==> src/hdl/pipe_pkg.sv <==
// Shared widths, ALU opcode and operand source enums, instruction, destination and result structs

package pipe_pkg;

	////////////////////
	// Widths
	////////////////////

	// Default operand width, the top level passes it down as width
	localparam int data_width_default = 32;

	// Register index width, fixed by the instruction format
	localparam int reg_idx_width = 5;

	////////////////////
	// Enums
	////////////////////

	// ALU opcodes
	// Shifts take the shift amount from the low five bits of B
	typedef enum logic [2:0] {
		op_add = 3'd0,
		op_sub = 3'd1,
		op_and = 3'd2,
		op_or  = 3'd3,
		op_xor = 3'd4,
		op_sll = 3'd5,
		op_srl = 3'd6
	} alu_op_e;

	// Operand source select
	// sel_imm is legal for operand B only
	typedef enum logic [1:0] {
		sel_rf      = 2'd0,
		sel_imm     = 2'd1,
		sel_ex_forw = 2'd2,
		sel_wb_forw = 2'd3
	} sel_e;

	////////////////////
	// Records
	////////////////////

	// Decoded ALU instruction entering ID
	typedef struct packed {
		logic                     valid;
		alu_op_e                  op;
		logic [reg_idx_width-1:0] rd;
		logic [reg_idx_width-1:0] ra;
		logic [reg_idx_width-1:0] rb;
		logic                     use_imm;
		logic [15:0]              simm;
	} id_instr_t;

	// Destination of an instruction still in flight
	typedef struct packed {
		logic                     valid;
		logic [reg_idx_width-1:0] rd;
	} dst_t;

	// Retired result, doubles as the register file write port
	typedef struct packed {
		logic                          valid;
		logic [reg_idx_width-1:0]      rd;
		logic [data_width_default-1:0] data;
	} result_t;

endpackage
==> src/hdl/pipe_top.sv <==
// Top level wiring register file, hazard control, operand muxes and ALU stage

`timescale 1ns/1ns

module pipe_top #(
	parameter int width = pipe_pkg::data_width_default
) (
	input  logic                clk,
	input  logic                rst,
	input  pipe_pkg::id_instr_t instr,
	input  logic                stall,
	output pipe_pkg::result_t   res
);

	// Result record carries data at the default width
	if (width != pipe_pkg::data_width_default) begin : g_width_check
		$error("pipe_top width must equal the result record data width");
	end

	////////////////////
	// Internal wires
	////////////////////

	// Selects and freezes
	pipe_pkg::sel_e    sel_a;
	pipe_pkg::sel_e    sel_b;
	logic              id_freeze;
	logic              ex_freeze;

	// In-flight destinations
	pipe_pkg::dst_t    ex_dst;
	pipe_pkg::dst_t    wb_dst;

	// Datapath
	logic [width-1:0]  rf_dataa;
	logic [width-1:0]  rf_datab;
	logic [width-1:0]  operand_a;
	logic [width-1:0]  operand_b;
	logic [width-1:0]  ex_forw;
	logic [width-1:0]  wb_forw;
	pipe_pkg::result_t wb_res;

	// WB destination seen by hazard control
	assign wb_dst.valid = wb_res.valid;
	assign wb_dst.rd    = wb_res.rd;

	// Retired result goes straight out
	assign res = wb_res;

	////////////////////
	// Instances
	////////////////////

	// Write happens as the WB record is consumed
	reg_file #(
		.width(width)
	) reg_file_inst (
		.clk      (clk),
		.rst      (rst),
		.ra       (instr.ra),
		.rb       (instr.rb),
		.wr       (wb_res),
		.we_en    (!ex_freeze),
		.rf_dataa (rf_dataa),
		.rf_datab (rf_datab)
	);

	hazard_ctrl hazard_ctrl_inst (
		.instr     (instr),
		.stall     (stall),
		.ex_dst    (ex_dst),
		.wb_dst    (wb_dst),
		.sel_a     (sel_a),
		.sel_b     (sel_b),
		.id_freeze (id_freeze),
		.ex_freeze (ex_freeze)
	);

	operand_muxes #(
		.width(width)
	) operand_muxes_inst (
		.clk       (clk),
		.rst       (rst),
		.id_freeze (id_freeze),
		.ex_freeze (ex_freeze),
		.rf_dataa  (rf_dataa),
		.rf_datab  (rf_datab),
		.ex_forw   (ex_forw),
		.wb_forw   (wb_forw),
		.simm      (instr.simm),
		.sel_a     (sel_a),
		.sel_b     (sel_b),
		.operand_a (operand_a),
		.operand_b (operand_b)
	);

	alu_stage #(
		.width(width)
	) alu_stage_inst (
		.clk       (clk),
		.rst       (rst),
		.id_freeze (id_freeze),
		.ex_freeze (ex_freeze),
		.instr     (instr),
		.operand_a (operand_a),
		.operand_b (operand_b),
		.ex_dst    (ex_dst),
		.ex_forw   (ex_forw),
		.wb_res    (wb_res),
		.wb_forw   (wb_forw)
	);

endmodule

==> src/hdl/alu_stage.sv <==
// EX control register, ALU and WB result register feeding both forwarding paths

`timescale 1ns/1ns

module alu_stage #(
	parameter int width = pipe_pkg::data_width_default
) (
	input  logic                clk,
	input  logic                rst,
	input  logic                id_freeze,
	input  logic                ex_freeze,
	input  pipe_pkg::id_instr_t instr,
	input  logic [width-1:0]    operand_a,
	input  logic [width-1:0]    operand_b,
	output pipe_pkg::dst_t      ex_dst,
	output logic [width-1:0]    ex_forw,
	output pipe_pkg::result_t   wb_res,
	output logic [width-1:0]    wb_forw
);

	pipe_pkg::alu_op_e ex_op;
	logic [4:0]        shamt;

	////////////////////
	// EX control register
	////////////////////

	// Loads in step with the operand registers
	// A frozen ID sends a bubble into EX
	always_ff @(posedge clk) begin
		if (rst) begin
			ex_dst.valid <= 1'b0;
		end else if (!ex_freeze) begin
			ex_dst.valid <= instr.valid && !id_freeze;
			ex_dst.rd    <= instr.rd;
			ex_op        <= instr.op;
		end
	end

	////////////////////
	// ALU
	////////////////////

	// Shift amount from the low bits of B
	assign shamt = operand_b[4:0];

	// Combinational result, also the EX forwarding path
	always_comb begin
		case (ex_op)
			pipe_pkg::op_add: ex_forw = operand_a + operand_b;
			pipe_pkg::op_sub: ex_forw = operand_a - operand_b;
			pipe_pkg::op_and: ex_forw = operand_a & operand_b;
			pipe_pkg::op_or:  ex_forw = operand_a | operand_b;
			pipe_pkg::op_xor: ex_forw = operand_a ^ operand_b;
			pipe_pkg::op_sll: ex_forw = operand_a << shamt;
			pipe_pkg::op_srl: ex_forw = operand_a >> shamt;
			default:          ex_forw = '0;
		endcase
	end

	////////////////////
	// WB result register
	////////////////////

	// Holds under stall so the consumer sees a stable record
	always_ff @(posedge clk) begin
		if (rst) begin
			wb_res.valid <= 1'b0;
		end else if (!ex_freeze) begin
			wb_res.valid <= ex_dst.valid;
			wb_res.rd    <= ex_dst.rd;
			wb_res.data  <= pipe_pkg::data_width_default'(ex_forw);
		end
	end

	// WB forwarding path, the registered data at operand width
	assign wb_forw = wb_res.data[width-1:0];

endmodule

==> src/hdl/operand_muxes.sv <==
// Operand A and B source muxes with sign-extended immediate and save-once operand registers

`timescale 1ns/1ns

module operand_muxes #(
	parameter int width = pipe_pkg::data_width_default
) (
	input  logic             clk,
	input  logic             rst,
	input  logic             id_freeze,
	input  logic             ex_freeze,
	input  logic [width-1:0] rf_dataa,
	input  logic [width-1:0] rf_datab,
	input  logic [width-1:0] ex_forw,
	input  logic [width-1:0] wb_forw,
	input  logic [15:0]      simm,
	input  pipe_pkg::sel_e   sel_a,
	input  pipe_pkg::sel_e   sel_b,
	output logic [width-1:0] operand_a,
	output logic [width-1:0] operand_b
);

	logic [width-1:0] muxed_a;
	logic [width-1:0] muxed_b;
	logic [width-1:0] simm_ext;
	logic             saved_a;
	logic             saved_b;

	// Immediate sign-extended to the operand width
	assign simm_ext = width'($signed(simm));

	////////////////////
	// Source muxes
	////////////////////

	// Operand A, register file unless forwarded
	always_comb begin
		case (sel_a)
			pipe_pkg::sel_ex_forw: muxed_a = ex_forw;
			pipe_pkg::sel_wb_forw: muxed_a = wb_forw;
			default:               muxed_a = rf_dataa;
		endcase
	end

	// Operand B, may also take the immediate
	always_comb begin
		case (sel_b)
			pipe_pkg::sel_imm:     muxed_b = simm_ext;
			pipe_pkg::sel_ex_forw: muxed_b = ex_forw;
			pipe_pkg::sel_wb_forw: muxed_b = wb_forw;
			default:               muxed_b = rf_datab;
		endcase
	end

	////////////////////
	// Operand registers
	////////////////////

	// Running ID loads every edge
	// Frozen ID captures once and then holds while forwarding moves on
	always_ff @(posedge clk) begin
		if (rst) begin
			operand_a <= '0;
			saved_a   <= 1'b0;
		end else if (!ex_freeze) begin
			if (!id_freeze) begin
				operand_a <= muxed_a;
				saved_a   <= 1'b0;
			end else if (!saved_a) begin
				operand_a <= muxed_a;
				saved_a   <= 1'b1;
			end
		end
	end

	// Same rule for B
	always_ff @(posedge clk) begin
		if (rst) begin
			operand_b <= '0;
			saved_b   <= 1'b0;
		end else if (!ex_freeze) begin
			if (!id_freeze) begin
				operand_b <= muxed_b;
				saved_b   <= 1'b0;
			end else if (!saved_b) begin
				operand_b <= muxed_b;
				saved_b   <= 1'b1;
			end
		end
	end

	////////////////////
	// Checks
	////////////////////

	// Immediate belongs to B only
	a_no_imm_on_a: assert property (@(posedge clk) disable iff (rst)
		sel_a != pipe_pkg::sel_imm);

	// Forwarded EX value lands in operand A one edge later
	a_fwd_ex_a: assert property (@(posedge clk) disable iff (rst)
		(!ex_freeze && !id_freeze && sel_a == pipe_pkg::sel_ex_forw)
		|=> operand_a == $past(ex_forw));

	// Forwarded WB value lands in operand B one edge later
	a_fwd_wb_b: assert property (@(posedge clk) disable iff (rst)
		(!ex_freeze && !id_freeze && sel_b == pipe_pkg::sel_wb_forw)
		|=> operand_b == $past(wb_forw));

endmodule

==> src/hdl/hazard_ctrl.sv <==
// Forwarding source selection for both operands and derivation of the ID and EX freezes

`timescale 1ns/1ns

module hazard_ctrl (
	input  pipe_pkg::id_instr_t instr,
	input  logic                stall,
	input  pipe_pkg::dst_t      ex_dst,
	input  pipe_pkg::dst_t      wb_dst,
	output pipe_pkg::sel_e      sel_a,
	output pipe_pkg::sel_e      sel_b,
	output logic                id_freeze,
	output logic                ex_freeze
);

	// Source select for one register index
	// Register 0 never forwards because the register file gives zero
	// EX holds the younger value so it wins over WB
	function automatic pipe_pkg::sel_e src_sel(
		input logic [pipe_pkg::reg_idx_width-1:0] src,
		input pipe_pkg::dst_t                     ex_d,
		input pipe_pkg::dst_t                     wb_d
	);
		pipe_pkg::sel_e sel;
		sel = pipe_pkg::sel_rf;
		if (src != '0) begin
			if (ex_d.valid && (ex_d.rd == src)) begin
				sel = pipe_pkg::sel_ex_forw;
			end else if (wb_d.valid && (wb_d.rd == src)) begin
				sel = pipe_pkg::sel_wb_forw;
			end
		end
		return sel;
	endfunction

	////////////////////
	// Operand selects
	////////////////////

	assign sel_a = src_sel(instr.ra, ex_dst, wb_dst);

	// Immediate replaces B whatever the dependencies
	assign sel_b = instr.use_imm ? pipe_pkg::sel_imm : src_sel(instr.rb, ex_dst, wb_dst);

	////////////////////
	// Freezes
	////////////////////

	// Consumer back-pressure holds the whole pipeline
	assign ex_freeze = stall;

	// No valid instruction in ID means EX takes a bubble
	assign id_freeze = stall || !instr.valid;

endmodule

==> src/hdl/reg_file.sv <==
// Register file with two combinational read ports, one write port and register 0 held at zero

`timescale 1ns/1ns

module reg_file #(
	parameter int width = pipe_pkg::data_width_default
) (
	input  logic                               clk,
	input  logic                               rst,
	input  logic [pipe_pkg::reg_idx_width-1:0] ra,
	input  logic [pipe_pkg::reg_idx_width-1:0] rb,
	input  pipe_pkg::result_t                  wr,
	input  logic                               we_en,
	output logic [width-1:0]                   rf_dataa,
	output logic [width-1:0]                   rf_datab
);

	// Storage for all 32 registers
	// Entry 0 is cleared by reset and never written afterwards
	logic [width-1:0] regs [0:(1 << pipe_pkg::reg_idx_width)-1];

	////////////////////
	// Write port
	////////////////////

	// Write only when the WB stage moves on
	// A write to register 0 is dropped
	always_ff @(posedge clk) begin
		if (rst) begin
			regs[0] <= '0;
		end else if (wr.valid && we_en && (wr.rd != '0)) begin
			regs[wr.rd] <= wr.data[width-1:0];
		end
	end

	////////////////////
	// Read ports
	////////////////////

	// No bypass of the write since the WB forwarding path covers it
	assign rf_dataa = regs[ra];
	assign rf_datab = regs[rb];

	// Register 0 reads zero even after a retired write to it
	a_r0_zero: assert property (@(posedge clk) disable iff (rst)
		(ra != '0 || rf_dataa == '0) && (rb != '0 || rf_datab == '0));

endmodule

==> config.mk <==
export PLATFORM = sky130hd
export DESIGN_NAME = pipe_top
export DESIGN_NICKNAME = d
export VERILOG_FILES = /design/src/hdl/pipe_pkg.sv /design/src/hdl/pipe_top.sv /design/src/hdl/alu_stage.sv /design/src/hdl/operand_muxes.sv /design/src/hdl/hazard_ctrl.sv /design/src/hdl/reg_file.sv
export SDC_FILE = /design/constraint.sdc
export NUM_CORES = 2
export LEC_CHECK = 0
export BUFFER_PORTS_ARGS = -buffer_cell sky130_fd_sc_hd__buf_4
export CORE_MARGIN = 4
export CORE_UTILIZATION = 25
export DETAILED_ROUTE_END_ITERATION = 6
export PLACE_DENSITY = 0.38
export SYNTH_ARGS = -nofsm -noshare
export SYNTH_HDL_FRONTEND = slang
export SYNTH_SLANG_ARGS = --single-unit
==> constraint.sdc <==
create_clock -name clk -period 7.25 [get_ports clk]
set_input_delay 0.725 -clock clk [delete_from_list [all_inputs] [get_ports clk]]
set_output_delay 0.725 -clock clk [all_outputs]
set_load 0.1 [all_outputs]
### Word-level counts from Yosys, hierarchy flattened

Memory sizes are Yosys's and may differ from the RTL's.
Index checks and enable logic that the tools add are counted.

* input port bits: 39
* bits in read-only memories: 0
* memory bits (writable): 1024
* bits in latches: 0
* register bits: 112
* word-level logic and storage cells: 76
* memories: 1
* output and inout bits: 38

* $add $sub $neg: 2
* equal/unequal tests: 16
* muxes and demuxes: 23
* order comparisons: 0
* shift-type cells: 2
* multipliers: 0
* reductions and logical operators: 18
* div/mod/pow operators: 0
* bitwise logic cells: 5

Memory list
* reg_file_inst.regs: depth 32, bits a word 32, read ports 2, clocked after Yosys merged registers in 0, write ports 1, line reg_file.sv:20 `logic [width-1:0] regs [0:(1 << pipe_pkg::reg_idx_width)-1];`

Operator list (count)
* $pmux 32 s7: 1
* $mux 32: 5
* $pmux 32 s3: 1
* $pmux 32 s2: 1
* $add 32x32->32: 1
* $and 32x32->32: 1
* $or 32x32->32: 1
* $reduce_or 32->1: 1
* $shl 32x5->32: 1
* $shr 32x5->32: 1
* $sub 32x32->32: 1
* $xor 32x32->32: 1
* $eq 5x5->1: 4
* $reduce_bool 5->1: 3
* $mux 2: 7
* $eq 3x3->1 const B: 3
* $eq 2x2->1 const B: 4
* $logic_and 1x1->1: 7
* $mux 1: 7
* $eq 3x2->1 const B: 2
* $mux 5: 1
* $reduce_and 2->1: 2
* $eq 3x1->1 const B: 1
* $logic_not 1->1: 3
* other kinds (5): 6

### Longest topological paths before layout

* depth after elaboration: 10
* depth in mapped cells: 20
* depth with buffers taken out: 16

### Hierarchy

Synthesis repeated with hierarchy kept, for this count alone.

* cell total of the unflattened synthesis: 5053
* area, all modules: 62540.0 sq um

Modules (own cells, without submodules)
* reg_file: sequential area each 30749.5 sq um, instances 1, area each 49009.5 sq um, cells an instance 3425
* alu_stage: sequential area each 1391.3 sq um, instances 1, area each 9491.6 sq um, cells an instance 1187
* operand_muxes: sequential area each 1301.2 sq um, instances 1, area each 3729.8 sq um, cells an instance 398
* hazard_ctrl: sequential area each 0.0 sq um, instances 1, area each 305.3 sq um, cells an instance 42
* pipe_top: sequential area each 0.0 sq um, instances 1, area each 3.8 sq um, cells an instance 1

### Worst setup path before layout

No wires, ideal clock.

* path type: register to register
* start: register alu_stage_inst.wb_res[34] (netlist name)
* end: memory reg_file_inst.regs[26][0] in the netlist's numbering (enable)
* slack: 2.029 ns
* arrival: 4.754 ns
* library setup time: 0.468 ns
* buffers on the path: 1
* stages on the path, launching flop included: 7
* required time: 6.782 ns
* period minus slack after synthesis: 5.221 ns
* cell sequence: edfxtp_1 > clkbuf_1 > or3_1 > nor3_1 > nor4b_2 > nand4b_1 > nor3b_1

* word-level cells in the longest chain between the ends: 7

Ends and longest elaborated chain
* $reduce_bool 5->1: line reg_file.sv:31 `end else if (wr.valid && we_en && (wr.rd != '0)) begin`
* $logic_and 1x1->1: line reg_file.sv:31
* $mux 1: line reg_file.sv:31
* $mux 1: line reg_file.sv:29 `if (rst) begin`
* $mux 1 (implied by the code): line reg_file.sv:32 `regs[wr.rd] <= wr.data[width-1:0];`
* $reduce_or 32->1 (no line)
* $mux 5 (no line) or $mux 1 (tied branches)
* to (decl): line reg_file.sv:20

Parallel ways exist; a longest one is shown, timed or not.

### Worst setup path in the final report

* start: register operand_muxes_inst.operand_b[1]
* end: register operand_muxes_inst.operand_a[30]

* word-level cells in the longest chain between the ends: 5

Ends and longest elaborated chain
* from (decl): line operand_muxes.sv:20 `output logic [width-1:0] operand_b`
* from (signal assigned): line operand_muxes.sv:83 `operand_b <= muxed_b;`
* from (signal assigned): line operand_muxes.sv:86 `operand_b <= muxed_b;`
* $sub 32x32->32, or another cell as far along: line alu_stage.sv:51 `pipe_pkg::op_sub: ex_forw = operand_a - operand_b;`
* $pmux 32 s7 (*): line alu_stage.sv:49 `case (ex_op)`
* net alu_stage_inst.ex_forw[30]: line alu_stage.sv:16 `output logic [width-1:0] ex_forw,`
* $pmux 32 s2 (*): line operand_muxes.sv:38 `case (sel_a)`
* $mux 32: line operand_muxes.sv:69 `end else if (!saved_a) begin`
* $mux 32 (*): line operand_muxes.sv:66 `if (!id_freeze) begin`
* to (signal assigned): line operand_muxes.sv:67 `operand_a <= muxed_a;`
* to (signal assigned): line operand_muxes.sv:70 `operand_a <= muxed_a;`
* to (decl): line operand_muxes.sv:19 `output logic [width-1:0] operand_a,`

Mark *: on every way through the listed nets, which the timed path passes. The rest lies on a longest branch. The select of a mux whose other input is x is not followed.
A chain may end at the register's enable or synchronous reset.

==> results.txt <==
Final setup viols = 0
Critical Path Start Type = flop
vias in the first global route = 37938
FILL cells = 23736
DIE AREA = 248800 sq um
Syn Nets = 3692
Pwr Density = 233.7 nW/um^2
routed vias/inst = 5.417
RSZ-0062 raised after global routing = false
CP startpoint = operand_muxes_inst.operand_b[1]
CTS tree = yes
RD Place Congestion = 0.8940
CTS Hold Bufs = 0
hold crit path type = in2reg
asr flop ratio synth = 0
reg2reg start = operand_muxes_inst.operand_b[1]
vias = 37273
CP endpoint kind = flop
Total Routed Length = 237.4 mm
worst skew pair latency = 0.77 ns
total CTS buffers = 136
Core ar. = 238700 sq um
CTS root buffer = clkbuf_16
Post-CTS Setup Repair Bufs = 0
Pre-antenna DRT Iters = 5
critical path arrival = 5.58 ns
detailed placement HPWL = 151.8 mm
flops & latches, synth = 1136
clk slew on worst S/H paths = 0.06 ns
critical path type = reg2reg
Mapped Area = 60210 sq um
post-place setup slack = 2.333 ns
clock sink count = 1136
drc violations = 0
total grt overflow = 0
status = completed
largest net degree at the start of global routing = 68
P&R area growth vs syn = 14.52%
Layout Skew = 0.03377 ns
post-synth cell types = 95
number of buffers on the longest clock path = 3
fin crit share = 0.6830
critical path required time = 7.88 ns
Max Fclk = 201.9 MHz
Worst VDD drop = 155.8 uV
synthesized area per cell = 16.94 sq um
nets = 3736
share of layout cells above drive strength 1 = 0.3218
Max Slew Vio Count = 0
share of the synthesized area in the top cell type = 0.5332
Overall Global Routing Usage = 0.1871
first-pass GRT wire length = 328.1 mm
most frequent cells after synthesis = 1069 x edfxtp_1, 694 x mux4_2, 163 x nor2_1
synth top area cells = edfxtp_1 53%, mux4_2 26%, dfxtp_1 2.2%
most common cell in the netlist = edfxtp_1
P_leak = 20.09 nW
cell count after synthesis = 3555
I/O pins = 77
post_cts resized = 0
worst-path fanout max = 46
initial antenna violation count = 10
DR iter-0 viols = 3581
ANT nets after route = 0
Final WS setup = 2.298 ns
Pwr Total = 16.11 mW
Synth Warn # = 0
Hold Fails Final Rpt = 0
H-tree lvl count = 4
Fin Setup TNS = 0 ns
Max-Cap Viols = 0
drt wl/cell = 34.50 microns
Buffers on Ports = 76
Post-synth EDFFs = 1069
Cell Rows = 179
starting density of the core = 0.2522
Synth area leader = edfxtp_1
Period minus WS final = 4.952 ns
worst-margin pin slew = 1.379 ns
sequential share of the synthesized area = 0.5554
Die H = 498.8 microns
Rel. slew slack = 0.07866
min-delay src = instr[28]
Die X = 498.8 microns
Top FF cell, synth = edfxtp_1
[through the flow]
| step | util | hold WS [ns] | instances | area [sq um] |
|---|---|---|---|---|
| floorplan | - | 0.4692 | 3555 | 60210 |
| global placement | 0.2709 | 0.5210 | 6628 | 64680 |
| detailed placement | 0.2709 | 0.5120 | 6628 | 64680 |
| CTS | 0.2887 | 0.06060 | 6874 | 68930 |
| global route | 0.2887 | 0.08839 | 6875 | 68930 |
| finish | 0.2888 | 0.1374 | 6881 | 68950 |
[layout make-up]
| cell class | count | area, sq um | area share |
|---|---|---|---|
| clock inverters | 59 | 459.2 | 0.006660 |
| repair buffers | 203 | 1653 | 0.02397 |
| clock buffers | 187 | 3792 | 0.05500 |
| well taps | 3167 | 3963 | 0.05747 |
| multi-input cells | 2046 | 25330 | 0.3673 |
| inverters | 76 | 285.3 | 0.004137 |
| diodes | 7 | 17.52 | 0.0002541 |
| flip-flops and latches | 1136 | 33450 | 0.4852 |
[placed cells by master (no fill, tap or decap), drive strengths merged, types with 51 or more instances in the layout]
cell type	Yosys	final
edfxtp	1069	1069
mux4	694	694
buf	171	203
clkbuf	126	187
nor2	163	163
a21oi	151	151
nand2	122	122
ha	97	97
mux2i	95	95
o21ai	94	94
inv	76	83
dfxtp	67	67
a211oi	51	51
[critical path: stages (launching register included)]
cell and delay [ns]:
dfxtp_4 0.78, inv_1 0.25, ha_1 0.30, and3_1 0.20
and2_1 0.24, a31oi_1 0.24, xnor2_1 0.10, ha_1 0.48
nand4_1 0.20, a211oi_1 0.20, o21ai_1 0.23, a31oi_1 0.66
a21oi_1 0.16, or3b_4 0.43, a221oi_2 0.25, o21ai_1 0.08
[flip-flops by register name, summed over array words and instances, names as in the netlist]
register	count
alu_stage_inst.wb_forw	32
alu_stage_inst.ex_dst	6
operand_muxes_inst.operand_a	32
operand_muxes_inst.saved_a	1
operand_muxes_inst.operand_b	32
alu_stage_inst.ex_op	3
alu_stage_inst.wb_res	6
reg_file_inst.regs	1024
[report_power, final]
group / internal, mW / switching [mW] / total (mW)
clock network: 3.84 / 2.83 / 6.67
registers: 7.16 / 0.175 / 7.33
logic: 0.777 / 1.33 / 2.11
total: 11.8 / 4.34 / 16.1
[final timing paths]
path | endpoint | slack (ns) | cells past startpoint
min | alu_stage_inst.ex_dst[1] | 0.14 | 1
max reg2reg | operand_muxes_inst.operand_a[30] | 2.30 | 15
min reg2reg | alu_stage_inst.wb_res[32] | 0.53 | 0
max | operand_muxes_inst.operand_a[30] | 2.30 | 15
[cells by family after synthesis]
group                    count (synthesis)  share of synthesized area
XOR/XNOR                                66                   0.009601
adder cells (fa/ha/maj)                 98                    0.02049
multiplexers                           809                     0.2791
buffers and inverters                  373                    0.02849
flip-flops                            1136                     0.5554
AND/OR/NAND/NOR                        496                    0.04009
AO/OA/AOI/OAI                          577                    0.06677
[layer usage]
| metal | wire length, microns | part of all wire | global-route usage |
|---|---|---|---|
| met1 | 104300 | 0.44 | 0.2560 |
| met3 | 10600 | 0.045 | 0.02347 |
| met5 | 13 | 0.000055 | 0 |
| met2 | 117400 | 0.49 | 0.3175 |
| met4 | 5040 | 0.021 | 0.04162 |
(Power assumes the default switching activity.)
